--- src/hw/stream_defines.svh ---
// Build-time constants shared by the tuser sideband wrapper.
// Include this header wherever a width, the FIFO depth or the
// packet mode default is needed. The types built on these widths
// live in stream_pkg.

`ifndef STREAM_DEFINES_SVH
`define STREAM_DEFINES_SVH

// Width of one data sample in bits
`define SB_DATA_WIDTH 16

// Width of one tuser sideband word in bits
`define SB_USER_WIDTH 8

// Log2 of the tuser FIFO depth, so 3 gives 8 entries
// The FIFO must cover the worst-case number of words in flight
`define SB_FIFO_DEPTH_LOG2 3

// Packet mode built by the top level
// 0 stores tuser per word, 1 keeps the first word's tuser for the packet,
// 2 keeps the last word's tuser for the packet
`define SB_PACKET_MODE 1

`endif

--- src/hw/stream_pkg.sv ---
// Types for the tuser sideband wrapper and its processing block.
// Import with a wildcard in the module header of any file that
// uses a sample, user word, gain, stream beat or packet mode.

`include "stream_defines.svh"

package stream_pkg;

  // One data sample, one sideband word and the scaler gain
  typedef logic [`SB_DATA_WIDTH-1:0] sample_t;
  typedef logic [`SB_USER_WIDTH-1:0] user_t;
  typedef logic [`SB_DATA_WIDTH-1:0] gain_t;

  // Stream beat for blocks that carry no tuser
  typedef struct packed {
    sample_t data;
    logic    last;
  } beat_t;

  // Stream beat with the tuser sideband word alongside the sample
  typedef struct packed {
    sample_t data;
    user_t   user;
    logic    last;
  } user_beat_t;

  // How the wrapper stores tuser words in its FIFO
  typedef enum logic [1:0] {
    per_word   = 2'd0,
    first_word = 2'd1,
    last_word  = 2'd2
  } packet_mode_t;

endpackage

--- src/hw/tuser_fifo.sv ---
// Synchronous first-word-fall-through FIFO for tuser sideband words.
// Both sides use valid/ready; a word moves on a rising edge where
// valid and ready are both high. The oldest word is shown on the read
// side whenever the FIFO holds anything, one cycle after its write.

`timescale 1ns/1ps

`include "stream_defines.svh"

module tuser_fifo import stream_pkg::*; (
  input  logic  clk,
  input  logic  reset,
  input  user_t in_user,
  input  logic  in_valid,
  output logic  in_ready,
  output user_t out_user,
  output logic  out_valid,
  input  logic  out_ready
);

  localparam int DEPTH_LOG2 = `SB_FIFO_DEPTH_LOG2;
  localparam int DEPTH = 1 << DEPTH_LOG2;

  // Storage array, written at the write pointer and read at the read pointer
  user_t mem [DEPTH];

  // Pointers carry one extra bit so a full FIFO differs from an empty one
  logic [DEPTH_LOG2:0] wr_ptr;
  logic [DEPTH_LOG2:0] rd_ptr;

  logic empty;
  logic full;
  logic do_write;
  logic do_read;

  // Equal pointers mean empty
  assign empty = (wr_ptr == rd_ptr);

  // Same address but opposite wrap bit means every entry is taken
  assign full = (wr_ptr[DEPTH_LOG2-1:0] == rd_ptr[DEPTH_LOG2-1:0]) &&
                (wr_ptr[DEPTH_LOG2] != rd_ptr[DEPTH_LOG2]);

  assign in_ready  = !full;
  assign out_valid = !empty;

  assign do_write = in_valid && in_ready;
  assign do_read  = out_valid && out_ready;

  // The head of the queue falls through to the output
  assign out_user = mem[rd_ptr[DEPTH_LOG2-1:0]];

  // Data array has no reset, only the pointers do
  always_ff @(posedge clk) begin
    if (do_write) begin
      mem[wr_ptr[DEPTH_LOG2-1:0]] <= in_user;
    end
  end

  // Pointer update, reset leaves the FIFO empty
  always_ff @(posedge clk) begin
    if (reset) begin
      wr_ptr <= '0;
      rd_ptr <= '0;
    end else begin
      if (do_write) begin
        wr_ptr <= wr_ptr + 1'b1;
      end
      // A read and a write may happen on the same edge
      if (do_read) begin
        rd_ptr <= rd_ptr + 1'b1;
      end
    end
  end

endmodule

--- src/hw/sample_scaler.sv ---
// Two-stage valid/ready pipeline that multiplies each sample by a gain.
// The product keeps the low bits of the full product and tlast follows
// its sample. There is no tuser on either side, so the sideband wrapper
// carries that around this block. Up to two beats can be in flight.

`timescale 1ns/1ps

`include "stream_defines.svh"

module sample_scaler import stream_pkg::*; (
  input  logic  clk,
  input  logic  reset,
  input  gain_t gain,
  input  beat_t in_beat,
  input  logic  in_valid,
  output logic  in_ready,
  output beat_t out_beat,
  output logic  out_valid,
  input  logic  out_ready
);

  // Stage one holds the input beat as accepted
  beat_t s1_beat;
  logic  s1_valid;

  // Product of the stage one sample and the gain, kept to the sample width
  sample_t product;

  logic s2_load;
  logic s1_load;

  // Stage two can take a new beat when it is empty or its beat leaves now
  assign s2_load = !out_valid || out_ready;

  // Stage one can take a new beat when it is empty or passes its beat on
  assign in_ready = !s1_valid || s2_load;
  assign s1_load  = in_valid && in_ready;

  // Gain is a static level and is sampled on every cycle
  assign product = s1_beat.data * gain;

  // Stage one payload, no reset needed
  always_ff @(posedge clk) begin
    if (s1_load) begin
      s1_beat <= in_beat;
    end
  end

  // Stage two payload, truncated product with tlast carried alongside
  always_ff @(posedge clk) begin
    if (s2_load && s1_valid) begin
      out_beat.data <= product;
      out_beat.last <= s1_beat.last;
    end
  end

  // Valid bits for both stages
  always_ff @(posedge clk) begin
    if (reset) begin
      s1_valid  <= 1'b0;
      out_valid <= 1'b0;
    end else begin
      // Stage one stays full while it waits for stage two
      if (in_ready) begin
        s1_valid <= in_valid;
      end
      // Stage two empties when its beat leaves and nothing replaces it
      if (s2_load) begin
        out_valid <= s1_valid;
      end
    end
  end

endmodule

--- src/hw/sideband_tuser.sv ---
// Splits a stream with tuser into a data path through a processing
// block and a tuser path through a FIFO, then joins them at the output.
// PACKET_MODE picks which words put their tuser into the FIFO:
// every word, the first word of a packet or the last word of a packet.
// In the packet modes one FIFO word serves the whole packet and is
// released when the packet's last beat leaves.

`timescale 1ns/1ps

`include "stream_defines.svh"

module sideband_tuser import stream_pkg::*; #(
  parameter packet_mode_t PACKET_MODE = packet_mode_t'(`SB_PACKET_MODE)
) (
  input  logic       clk,
  input  logic       reset,
  input  user_beat_t s_beat,
  input  logic       s_valid,
  output logic       s_ready,
  output user_beat_t m_beat,
  output logic       m_valid,
  input  logic       m_ready,
  output beat_t      mod_in_beat,
  output logic       mod_in_valid,
  input  logic       mod_in_ready,
  input  beat_t      mod_out_beat,
  input  logic       mod_out_valid,
  output logic       mod_out_ready,
  output user_t      fifo_in_user,
  output logic       fifo_in_valid,
  input  logic       fifo_in_ready,
  input  user_t      fifo_out_user,
  input  logic       fifo_out_valid,
  output logic       fifo_out_ready
);

  // High while the next accepted input beat opens a packet
  logic first_beat;

  // Mode conditions for storing and releasing a FIFO word
  logic store_user;
  logic release_user;

  always_ff @(posedge clk) begin
    if (reset) begin
      first_beat <= 1'b1;
    end else if (s_valid && s_ready) begin
      // After a tlast the next beat starts a new packet
      first_beat <= s_beat.last;
    end
  end

  always_comb begin
    case (PACKET_MODE)
      first_word: begin
        store_user   = first_beat;
        release_user = mod_out_beat.last;
      end
      last_word: begin
        store_user   = s_beat.last;
        release_user = mod_out_beat.last;
      end
      default: begin
        store_user   = 1'b1;
        release_user = 1'b1;
      end
    endcase
  end

  // Input side, a beat is taken only when both paths can accept it
  assign s_ready          = fifo_in_ready && mod_in_ready;
  assign mod_in_beat.data = s_beat.data;
  assign mod_in_beat.last = s_beat.last;
  assign mod_in_valid     = s_valid && fifo_in_ready;
  assign fifo_in_user     = s_beat.user;
  assign fifo_in_valid    = s_valid && mod_in_ready && store_user;

  // Output side, data and tuser leave together
  assign m_beat.data    = mod_out_beat.data;
  assign m_beat.user    = fifo_out_user;
  assign m_beat.last    = mod_out_beat.last;
  assign m_valid        = mod_out_valid && fifo_out_valid;
  assign mod_out_ready  = m_ready && fifo_out_valid;
  assign fifo_out_ready = m_ready && mod_out_valid && release_user;

endmodule

--- src/hw/sideband_top.sv ---
// Top level of the tuser sideband wrapper around the sample scaler.
// Input and output streams both carry tuser. The gain is a static
// level input. The packet mode comes from the defines header.

`timescale 1ns/1ps

`include "stream_defines.svh"

module sideband_top import stream_pkg::*; (
  input  logic       clk,
  input  logic       reset,
  input  gain_t      gain,
  input  user_beat_t s_beat,
  input  logic       s_valid,
  output logic       s_ready,
  output user_beat_t m_beat,
  output logic       m_valid,
  input  logic       m_ready
);

  // Data path into and out of the scaler
  beat_t mod_in_beat;
  logic  mod_in_valid;
  logic  mod_in_ready;
  beat_t mod_out_beat;
  logic  mod_out_valid;
  logic  mod_out_ready;

  // Sideband path into and out of the FIFO
  user_t fifo_in_user;
  logic  fifo_in_valid;
  logic  fifo_in_ready;
  user_t fifo_out_user;
  logic  fifo_out_valid;
  logic  fifo_out_ready;

  sample_scaler u_scaler (
    .clk       (clk),
    .reset     (reset),
    .gain      (gain),
    .in_beat   (mod_in_beat),
    .in_valid  (mod_in_valid),
    .in_ready  (mod_in_ready),
    .out_beat  (mod_out_beat),
    .out_valid (mod_out_valid),
    .out_ready (mod_out_ready)
  );

  tuser_fifo u_fifo (
    .clk       (clk),
    .reset     (reset),
    .in_user   (fifo_in_user),
    .in_valid  (fifo_in_valid),
    .in_ready  (fifo_in_ready),
    .out_user  (fifo_out_user),
    .out_valid (fifo_out_valid),
    .out_ready (fifo_out_ready)
  );

  sideband_tuser #(
    .PACKET_MODE (packet_mode_t'(`SB_PACKET_MODE))
  ) u_sideband (
    .clk            (clk),
    .reset          (reset),
    .s_beat         (s_beat),
    .s_valid        (s_valid),
    .s_ready        (s_ready),
    .m_beat         (m_beat),
    .m_valid        (m_valid),
    .m_ready        (m_ready),
    .mod_in_beat    (mod_in_beat),
    .mod_in_valid   (mod_in_valid),
    .mod_in_ready   (mod_in_ready),
    .mod_out_beat   (mod_out_beat),
    .mod_out_valid  (mod_out_valid),
    .mod_out_ready  (mod_out_ready),
    .fifo_in_user   (fifo_in_user),
    .fifo_in_valid  (fifo_in_valid),
    .fifo_in_ready  (fifo_in_ready),
    .fifo_out_user  (fifo_out_user),
    .fifo_out_valid (fifo_out_valid),
    .fifo_out_ready (fifo_out_ready)
  );

endmodule

--- config.mk ---
export PLATFORM = sky130hd
export DESIGN_NAME = sideband_top
export DESIGN_NICKNAME = d
export VERILOG_FILES = /design/src/hw/stream_pkg.sv /design/src/hw/tuser_fifo.sv /design/src/hw/sample_scaler.sv /design/src/hw/sideband_tuser.sv /design/src/hw/sideband_top.sv
export VERILOG_INCLUDE_DIRS = /design/src /design/src/hw
export SDC_FILE = /design/constraint.sdc
export NUM_CORES = 1
export LEC_CHECK = 0
export BUFFER_PORTS_ARGS = -buffer_cell sky130_fd_sc_hd__buf_2
export CAP_MARGIN = 10
export CORE_MARGIN = 10
export CORE_UTILIZATION = 50
export DETAILED_ROUTE_END_ITERATION = 10
export HOLD_SLACK_MARGIN = 0.1
export PLACE_DENSITY = 0.69
export SYNTH_ARGS = -nofsm -noshare
export SYNTH_HDL_FRONTEND = slang
export SYNTH_SLANG_ARGS = --single-unit
--- constraint.sdc ---
create_clock -name clk -period 12.65 [get_ports clk]
set_input_delay 1.265 -clock clk [delete_from_list [all_inputs] [get_ports clk]]
set_output_delay 1.265 -clock clk [all_outputs]
set_load 0.05 [all_outputs]
After elaboration in Yosys (flattened, before gate mapping):

Memory sizes are Yosys's and may differ from the RTL's. A register that Yosys moved wholly into a read port is not among the register bits.
Cells that the tools add are included.
Widths: inputs -> output; s select.

* add/sub/neg operators: 2
* multiply operators: 1
* div/mod/pow operators: 0
* order comparisons: 0
* eq/ne operators: 3
* shifts and indexed selects: 0
* mux-type cells: 4
* bitwise logic cells: 0
* reduce and logical (&&, ||, !) cells: 20

Operators by type and width (count)
* $mul 16x16->16: 1
* $logic_and 1x1->1: 14
* $add 4x1->4 const B: 2
* $mux 3: 2
* $eq 4x4->1: 1
* $logic_not 1->1: 4
* $eq 3x3->1: 1
* $logic_or 1x1->1: 2
* $mux 1: 2
* $ne 1x1->1: 1

* bits in registers: 45
* bits in latches: 0
* RAM bits: 64
* bits in read-only memories: 0
* bits of input ports: 45
* output and inout port bits: 27
* word-level logic and storage cells: 40
* memories kept: 1

Memory list
* u_fifo.mem: depth 8, width 8, rd ports 1, clocked after memory_dff 1, wr ports 1, line tuser_fifo.sv:25 `user_t mem [DEPTH];`

Longest topological paths before layout:

Gate-level depths: netlist of the first run.

* depth after elaboration: 10
* depth in mapped cells: 19
* depth with buffers taken out: 18

Cells and area by module:

A second synthesis of the first run with hierarchy kept.

* cells, all modules: 747
* area total of the unflattened synthesis: 8699.6 µm²

By module, submodules not included
* sample_scaler: instances 1, cells an instance 509, area each 5044.8 µm², sequential area each 1061.0 µm²
* tuser_fifo: instances 1, cells an instance 177, area each 3196.8 µm², sequential area each 2142.1 µm²
* sideband_tuser: instances 1, cells an instance 61, area each 457.9 µm², sequential area each 20.0 µm²

Worst setup path after synthesis of the first run:

OpenSTA, ideal clock, no wires.

* path kind: in2reg
* start: input port gain[1]
* end: register u_scaler.out_beat[16] in the netlist's numbering, data pin
* library setup time: 0.259 ns
* arrival: 5.735 ns
* data required time: 12.391 ns
* path slack: 6.656 ns
* stages on the path: 14
* path buffers: 1
* path through: clkbuf_1 -> nand2_1 -> fa_1 -> fa_1 -> fa_1 -> fa_1 -> fa_1 -> fa_1 -> inv_1 -> ha_1 -> a21o_1 -> a2111oi_0 -> a21oi_1 -> xnor2_1

* cells in the longest elaborated chain, start to end: 1

Ends and longest elaborated chain
* start, declared: line sideband_top.sv:12 `input gain_t gain,`
* $mul 16x16->16: line sample_scaler.sv:40 `assign product = s1_beat.data * gain;`
* named net u_scaler.product[15]: line sample_scaler.sv:27 `sample_t product;`
* end, declared: line sample_scaler.sv:17 `output beat_t out_beat,`

The timed path passes the listed nets, and every way through them passes these cells.
A chain may end at the register's enable or synchronous reset.

Worst setup path in the final report of the first run:

Ends and elaborated chain as after synthesis.

==> key figures, run 1 <==
Placement
  • Detail Placement HPWL: between 10 and 15 mm
  • Worst setup slack after placement: between 6 and 7 ns
  • Number of buffers added on ports: 71
  • Final Wtd Congestion: slightly below 0.9
  • Placed Cells incl. Taps: approximately 930
  • Placement-stage cell area: around 0.0086 mm^2

Yosys
  • Cells after synthesis: between 600 and 700
  • Number of synthesized flops with an enable pin: 98
  • Async set-reset flop share out of synthesis: 0%
  • Flop and latch count out of synthesis: roughly 110
  • Most instantiated flip-flop cell in the synthesis netlist: sky130_fd_sc_hd__edfxtp_1
  • Library cells used by synthesis: 46
  • Largest area contributor in the netlist: sky130_fd_sc_hd__edfxtp_1
  • Mean Syn Cell Area: 12.1 um^2
  • Mapped cell area: 0.00802 mm^2
  • Net Count, Synth: approximately 840
  • Post-synth top area share: between 30 and 40%
  • Total of warnings raised by yosys: 0
  • Part of the Yosys area used for sequential elements: around two fifths
  • Biggest area contributors in the synthesized netlist: sky130_fd_sc_hd__edfxtp_1, sky130_fd_sc_hd__fa_1, sky130_fd_sc_hd__ha_1, sky130_fd_sc_hd__and2_1, sky130_fd_sc_hd__inv_1

Clock network
  • CTS Buf Count: 9
  • Maximum root-to-sink buffer count: 2
  • Buffer count from post-CTS setup fixing: 0
  • CTS clk-pin slew, worst paths: 0.08 ns
  • H-tree levels: 3
  • TritonCTS clock tree: yes
  • Clock network latency to the later pin of the worst-skew pair: approximately 0.35 ns
  • Root buffer selected by CTS: sky130_fd_sc_hd__clkbuf_16
  • # resized after CTS: 0
  • Hold-fix buffers, CTS: 0
  • Clock sink count: between 100 and 150

Floorplan
  • Overall die height: between 100 and 150 um
  • Number of core rows: 46
  • Die width: 147 um
  • Number of placed I/O pins: 72
  • Die outline area: approximately 0.022 mm^2
  • Starting Density: 50.7%
  • CORE AREA: around 0.016 mm^2

Worst setup path
  • Crit path kind: input pin to flip-flop
  • Type of origin of the critical path: input pin
  • Worst Path Arrival: just under 6 ns
  • CP Data Required Time: roughly 13 ns
  • Peak fanout along the critical path: 15
  • Worst Setup End Kind: flip-flop

Timing
  • Post-layout minimum cycle time: 5.85 ns
  • Final setup skew: ~0.0085 ns
  • Slew HR: ~28%
  • Number of hold violations in the final report: 0
  • Setup tns final: 0 ns
  • RSZ-0062 raised after global routing: false
  • # setup viols final: 0
  • Final clock period utilization by the worst path: a little under half
  • Slew at the pin closest to its max-slew limit: 1.08 ns
  • Peak clock frequency supported by timing: 171 MHz
  • Pins Over Slew Limit: 0
  • Final Worst Setup Slack: between 6 and 7 ns

Global route
  • Initial antenna violation count: 0
  • Total global-route track usage: approximately 16%
  • Largest net degree at the start of global routing: 25
  • Number of global-route vias before repair: 5388
  • First-pass GRT wire length: about 28 mm
  • Total global routing overflow: 0

Drt
  • Met1 Routed Length: between 7 and 8 mm
  • Top sig layer: met4
  • Detailed route wirelength on metal3: ~1.1 mm
  • Total length of routed met2 wires: 7.94 mm
  • Drt total wl: about 16 mm
  • Violation count after the first detailed-route iteration: about 270
  • Average routed wire per standard cell: approximately 17 um
  • Antenna violation net count after detailed routing: 0
  • Total number of vias: 4799
  • Remaining DRCs: 0
  • Per-cell via count in the routed design: about 5.1
  • Number of iterations in the first detailed-routing pass: 4

Final layout
  • Final standard cell utilization of the core: 56.2%
  • Antenna cells: 0
  • Ratio of cells with drive above 1 in the final layout: between 10% and 20%
  • Net count of the finished layout: ~900
  • Post-layout instance count excluding filler cells: between 900 and 1000
  • Filler cells: 1325
  • Design area: 0.00890 mm^2
  • Most used cells in the layout excluding fill and tap cells: sky130_fd_sc_hd__inv_1, sky130_fd_sc_hd__edfxtp_1, sky130_fd_sc_hd__nand2_1
  • Leading cell type in the layout, fill and taps excluded: sky130_fd_sc_hd__inv_1
  • Layout overhead on the synthesized area: 11.0%

Pwr
  • Static leakage: roughly 3.8 nW
  • Total power per unit cell area: about 210 mW/mm^2
  • Worst-case vdd ir drop: 0.000211 V

Min path
  • Worst min-delay path category: flip-flop to flip-flop

Run
  • Max-cap viol count: 0

Outcome
  • Status: finished, final reports clean
[routing by layer]
metal,GRT usage [%],vias up
met3,4.85,12
met1,20.5,2391
met2,26.2,124
li1,-,2272
met4,3.10,0
met5,0,-
[cell usage after synthesis (all sizes together), types with 2 or more instances]
master  instances
inv           104
edfxtp         98
nand2          86
fa             80
and2           67
ha             51
xnor2          32
nor2           19
clkbuf         17
mux4           16
xor2           16
dfxtp          14
a21oi           8
mux2            8
buf             6
o21a            6
nor3            4
a211oi          3
a21o            3
o21ai           3
nor2b           2
nor3b           2
nor4b           2
[through the flow]
stage	total power, mW	hold WS (ns)
finish	1.84	0.443
global route	2.01	0.444
CTS	1.86	0.444
detailed placement	1.55	0.429
global placement	1.51	0.403
floorplan	1.33	0.400
[cell type report]
class                   instances  area, um^2  share of cell area (%)
clock inverters                 7        93.8                    1.05
flip-flops and latches        112        3220                    36.2
repair buffers                 76         393                    4.42
inverters                     104         390                    4.39
well taps                     216         270                    3.04
clock buffers                   9         225                    2.53
multi-input cells             423        4300                    48.4
[critical path, stage by stage]
cell,delay (ns)
sky130_fd_sc_hd__buf_2,0.23
sky130_fd_sc_hd__nand2_1,0.12
sky130_fd_sc_hd__fa_1,0.53
sky130_fd_sc_hd__fa_1,0.58
sky130_fd_sc_hd__fa_1,0.45
sky130_fd_sc_hd__fa_1,0.57
sky130_fd_sc_hd__fa_1,0.43
sky130_fd_sc_hd__fa_1,0.49
sky130_fd_sc_hd__inv_1,0.04
sky130_fd_sc_hd__ha_1,0.31
sky130_fd_sc_hd__a21o_1,0.22
sky130_fd_sc_hd__a2111oi_0,0.42
sky130_fd_sc_hd__a21oi_1,0.15
sky130_fd_sc_hd__xnor2_1,0.16
[flip-flops by register name, indices dropped and copies added, names as in the netlist, named ones only]
name	count
u_fifo.mem	64
u_fifo.rd_ptr	4
u_fifo.wr_ptr	4
u_scaler.out_beat	17
u_scaler.out_valid	1
u_scaler.s1_beat	17
u_scaler.s1_valid	1
u_sideband.first_beat	1
[where the power goes]
group	leakage [nW]	total, mW	switching (mW)	internal (mW)
Clock	0.154	0.300	0.154	0.146
Combinational	2.61	1.04	0.578	0.465
Sequential	1.02	0.498	0.0171	0.481
Total	3.78	1.84	0.749	1.09
[logic make-up after synthesis]
kind of cell	count (synthesis)	synth area share [%]
AO/OA/AOI/OAI	29	2.59
flip-flops	112	40.2
adder cells (fa/ha/maj)	131	27.9
AND/OR/NAND/NOR	189	11.7
XOR/XNOR	49	5.62
multiplexers	25	5.74
buffers and inverters	127	6.27
[path summary, 6_finish.rpt]
check                                 from                              end  slack (ns)  cells after the start
max                                gain[1]  u_scaler.out_beat[16]$_DFFE_PP_        6.80                     14
min          u_scaler.s1_beat[0]$_DFFE_PP_   u_scaler.out_beat[0]$_DFFE_PP_        0.44                      0
max reg2reg  u_scaler.s1_beat[7]$_DFFE_PP_  u_scaler.out_beat[16]$_DFFE_PP_        7.28                     14
min reg2reg  u_scaler.s1_beat[0]$_DFFE_PP_   u_scaler.out_beat[0]$_DFFE_PP_        0.44                      0
No activity file was read; power rests on OpenSTA's default activity.
==> run 2, diff against run 1 <==
- PLACE_DENSITY: 0.69 -> 0.72
- clock period: 12.65 -> 5.3 ns (I/O delays scaled with it)
==> run 2 against run 1 <==
  * Global-route usage is 0.099 points lower
  * Worst setup slack got worse by 6.7 ns
  * Sequential share of layout area fell by 1.1 points
  * Critical path depth unchanged
  * Count of clock-buffer cells in the layout stayed put
  * Routed wire length increased by 3.3%
  * Design area grew 3.0%
  * Core utilization is 1.7 points higher
  * Via count grew 5.1%
  * Flip-flop and latch count stayed put
  * First-iteration DRC count rose by 6.6%
  * Combinational power up 150%
  * Highest routed layer unchanged
==> key figures, run 2 (same netlist as run 1, synthesis figures left out) <==
Outcome
  • Status: finished, final reports clean (unchanged)

Timing
  • Final clock period utilization by the worst path: 97.6%
  • Final setup skew: 0.0124 ns (was 0.00851 ns)
  • Number of hold violations in the final report: 0 (unchanged)
  • Worst hold slack after final layout: 0.339 ns (was 0.443 ns)
  • Slew at the pin closest to its max-slew limit: 1.06 ns (was 1.08 ns)
  • Peak clock frequency supported by timing: a little under 200 MHz
  • # setup viols final: 0 (unchanged)
  • Post-layout minimum cycle time: just over 5 ns
  • Pins Over Slew Limit: 0 (unchanged)
  • Slew HR: 29.4% (was 27.9%)
  • RSZ-0062 raised after global routing: true (was false)
  • Setup tns final: 0 ns (unchanged)

Placement
  • Number of buffers added on ports: 71 (unchanged)
  • Final Wtd Congestion: 0.920 (was 0.891)
  • Detail Placement HPWL: 13.4 mm (was 12.8 mm)

Global route
  • First-pass GRT wire length: 27.2 mm (was 27.5 mm)
  • Initial antenna violation count: 0 (unchanged)
  • Largest net degree at the start of global routing: 25 (unchanged)
  • Total global-route track usage: 15.9% (was 16.0%)
  • Total global routing overflow: 0 (unchanged)
  • Number of global-route vias before repair: 5369 (was 5388)

Final layout
  • Layout overhead on the synthesized area: 14.3% (was 11.0%)
  • Ratio of cells with drive above 1 in the final layout: 20.9% (was 17.0%)
  • Most used cells in the layout excluding fill and tap cells: sky130_fd_sc_hd__inv_1, sky130_fd_sc_hd__edfxtp_1, sky130_fd_sc_hd__nand2_1 (unchanged)
  • Leading cell type in the layout, fill and taps excluded: sky130_fd_sc_hd__inv_1 (unchanged)
  • Largest register FFs: 64 (unchanged)
  • Net count of the finished layout: 935 (was 902)

Worst setup path
  • Critical path's top delay family: adder cells (unchanged)
  • Worst Setup End Kind: flip-flop (unchanged)
  • Type of origin of the critical path: flip-flop (was input pin)
  • Critical path cell sequence: and2_1 > fa_1 > inv_1 > fa_1 > fa_1 > fa_1 > fa_1 > fa_1 > inv_1 > ha_1 > a21o_1 > a2111oi_2 > a21oi_1 > xnor2_1 (was buf_2 > nand2_1 > fa_1 > fa_1 > fa_1 > fa_1 > fa_1 > fa_1 > inv_1 > ha_1 > a21o_1 > a2111oi_0 > a21oi_1 > xnor2_1)
  • Crit path kind: flip-flop to flip-flop (was input pin to flip-flop)
  • Peak fanout along the critical path: 8 (was 15)
  • Worst Path Arrival: 5.29 ns (was 5.96 ns)
  • Crit path largest cell delay: 0.57 ns (was 0.58 ns)
  • CP Data Required Time: 5.42 ns (was 12.76 ns)
  • Worst Path Buf+Inv: 2 (unchanged)
  • Cell with the biggest individual delay on the critical path: sky130_fd_sc_hd__edfxtp_1 (was sky130_fd_sc_hd__fa_1)
  • Crit-path most repeated cell: sky130_fd_sc_hd__fa_1 (unchanged)

Pwr
  • Internal cell power: 2.70 mW (was 1.09 mW)
  • Total power after layout: 4.50 mW (was 1.84 mW)
  • Worst-case vdd ir drop: 0.000360 V (was 0.000211 V)
  • Net switching share of the total power: 39.9% (was 40.7%)
  • Static leakage: 3.94 nW (was 3.78 nW)
  • Total power per unit cell area: 490 mW/mm^2 (was 207 mW/mm^2)
  • Clock network fraction of total power: 15.9% (was 16.3%)
  • Reported net switching power: 1.79 mW (was 749 uW)
  • Sequential group share of total power: 26.4% (was 27.1%)
  • Part of the total power dissipated in combinational logic: 57.7% (was 56.7%)

Drt
  • Violation count after the first detailed-route iteration: 292 (was 274)
  • Per-cell via count in the routed design: 5.14 (was 5.07)
  • Antenna violation net count after detailed routing: 0 (unchanged)
  • Remaining DRCs: 0 (unchanged)
  • Number of iterations in the first detailed-routing pass: 5 (was 4)
  • Drt total wl: 17.0 mm (was 16.4 mm)
  • Total number of vias: 5046 (was 4799)
  • Average routed wire per standard cell: 17.3 um (about the same)

Clock network
  • Maximum root-to-sink buffer count: 2 (unchanged)
  • H-tree levels: 3 (unchanged)
  • Root buffer selected by CTS: sky130_fd_sc_hd__clkbuf_16 (unchanged)
  • Clock sink count: 112 (unchanged)
  • CTS Buf Count: 9 (unchanged)
  • CTS clk-pin slew, worst paths: 0.09 ns (was 0.08 ns)
  • TritonCTS clock tree: yes (unchanged)
  • Clock network latency to the later pin of the worst-skew pair: 0.36 ns (was 0.35 ns)

Floorplan
  • Number of placed I/O pins: 72 (unchanged)
  • Number of core rows: 46 (unchanged)
  • Overall die height: 147 um (unchanged)
  • Die width: 147 um (unchanged)
  • CORE AREA: 0.0158 mm^2 (unchanged)
  • Starting Density: 50.7% (unchanged)
  • Die outline area: 0.0215 mm^2 (unchanged)

Run
  • Max-cap viol count: 0 (unchanged)

Min path
  • Worst min-delay path category: input pin to flip-flop (was flip-flop to flip-flop)
-- run 2: metal layers --
| layer | vias to the layer above | wire, um | GRT usage [%] |
|---|---|---|---|
| met1 | 2510 | 7450 | 20.6 |
| li1 | 2333 | - | - |
| met5 | - | 0 | 0 |
| met4 | 0 | 275 | 4.60 |
| met2 | 177 | 8110 | 25.7 |
| met3 | 26 | 1120 | 3.96 |
-- run 2: path summary, 6_finish.rpt --
path,start,end,slack (ns),depth (start not counted)
max,u_scaler.s1_beat[9]$_DFFE_PP_,u_scaler.out_beat[16]$_DFFE_PP_,0.13,14
min,s_beat[21],u_scaler.s1_beat[13]$_DFFE_PP_,0.34,1
max reg2reg,u_scaler.s1_beat[9]$_DFFE_PP_,u_scaler.out_beat[16]$_DFFE_PP_,0.13,14
min reg2reg,u_scaler.s1_beat[0]$_DFFE_PP_,u_scaler.out_beat[0]$_DFFE_PP_,0.43,0
-- run 2: what timing repair did --
action / CTS / global route
hold buffers: 0 / 0
setup buffers: 0 / 11
gates resized for setup: 0 / 5
setup endpoints to repair: 0 / 4
hold endpoints to repair: 0 / 0
-- run 2: layout make-up --
cell class | count | area (um^2)
diodes | 1 | 2.50
clock buffers | 9 | 225
clock inverters | 7 | 97.6
fillers | 1271 | 6660
inverters | 104 | 390
multi-input cells | 423 | 4320
flip-flops and latches | 112 | 3220
well taps | 216 | 270
repair buffers | 109 | 641
-- run 2: power groups by stage --
stage,logic [mW],registers (mW),clock network (mW)
6_report,2.59,1.19,0.717
5_1_grt,2.98,1.19,0.761
3_3_place_gp,2.46,1.21,0
3_5_place_dp,2.54,1.21,0
2_1_floorplan,1.83,1.35,0
4_1_cts,2.55,1.19,0.731
-- run 2: metrics by stage --
stage                     std cells  worst slack [ns]  utilization (%)  area [um^2]
after floorplan                 662            0.0408                -         8020
after global placement          953            0.0627             55.2         8740
after detailed placement        953           -0.0287             55.2         8740
after CTS                       969            0.0149             57.3         9060
after global routing            980           -0.0309             57.9         9170
final                           981             0.129             57.9         9170
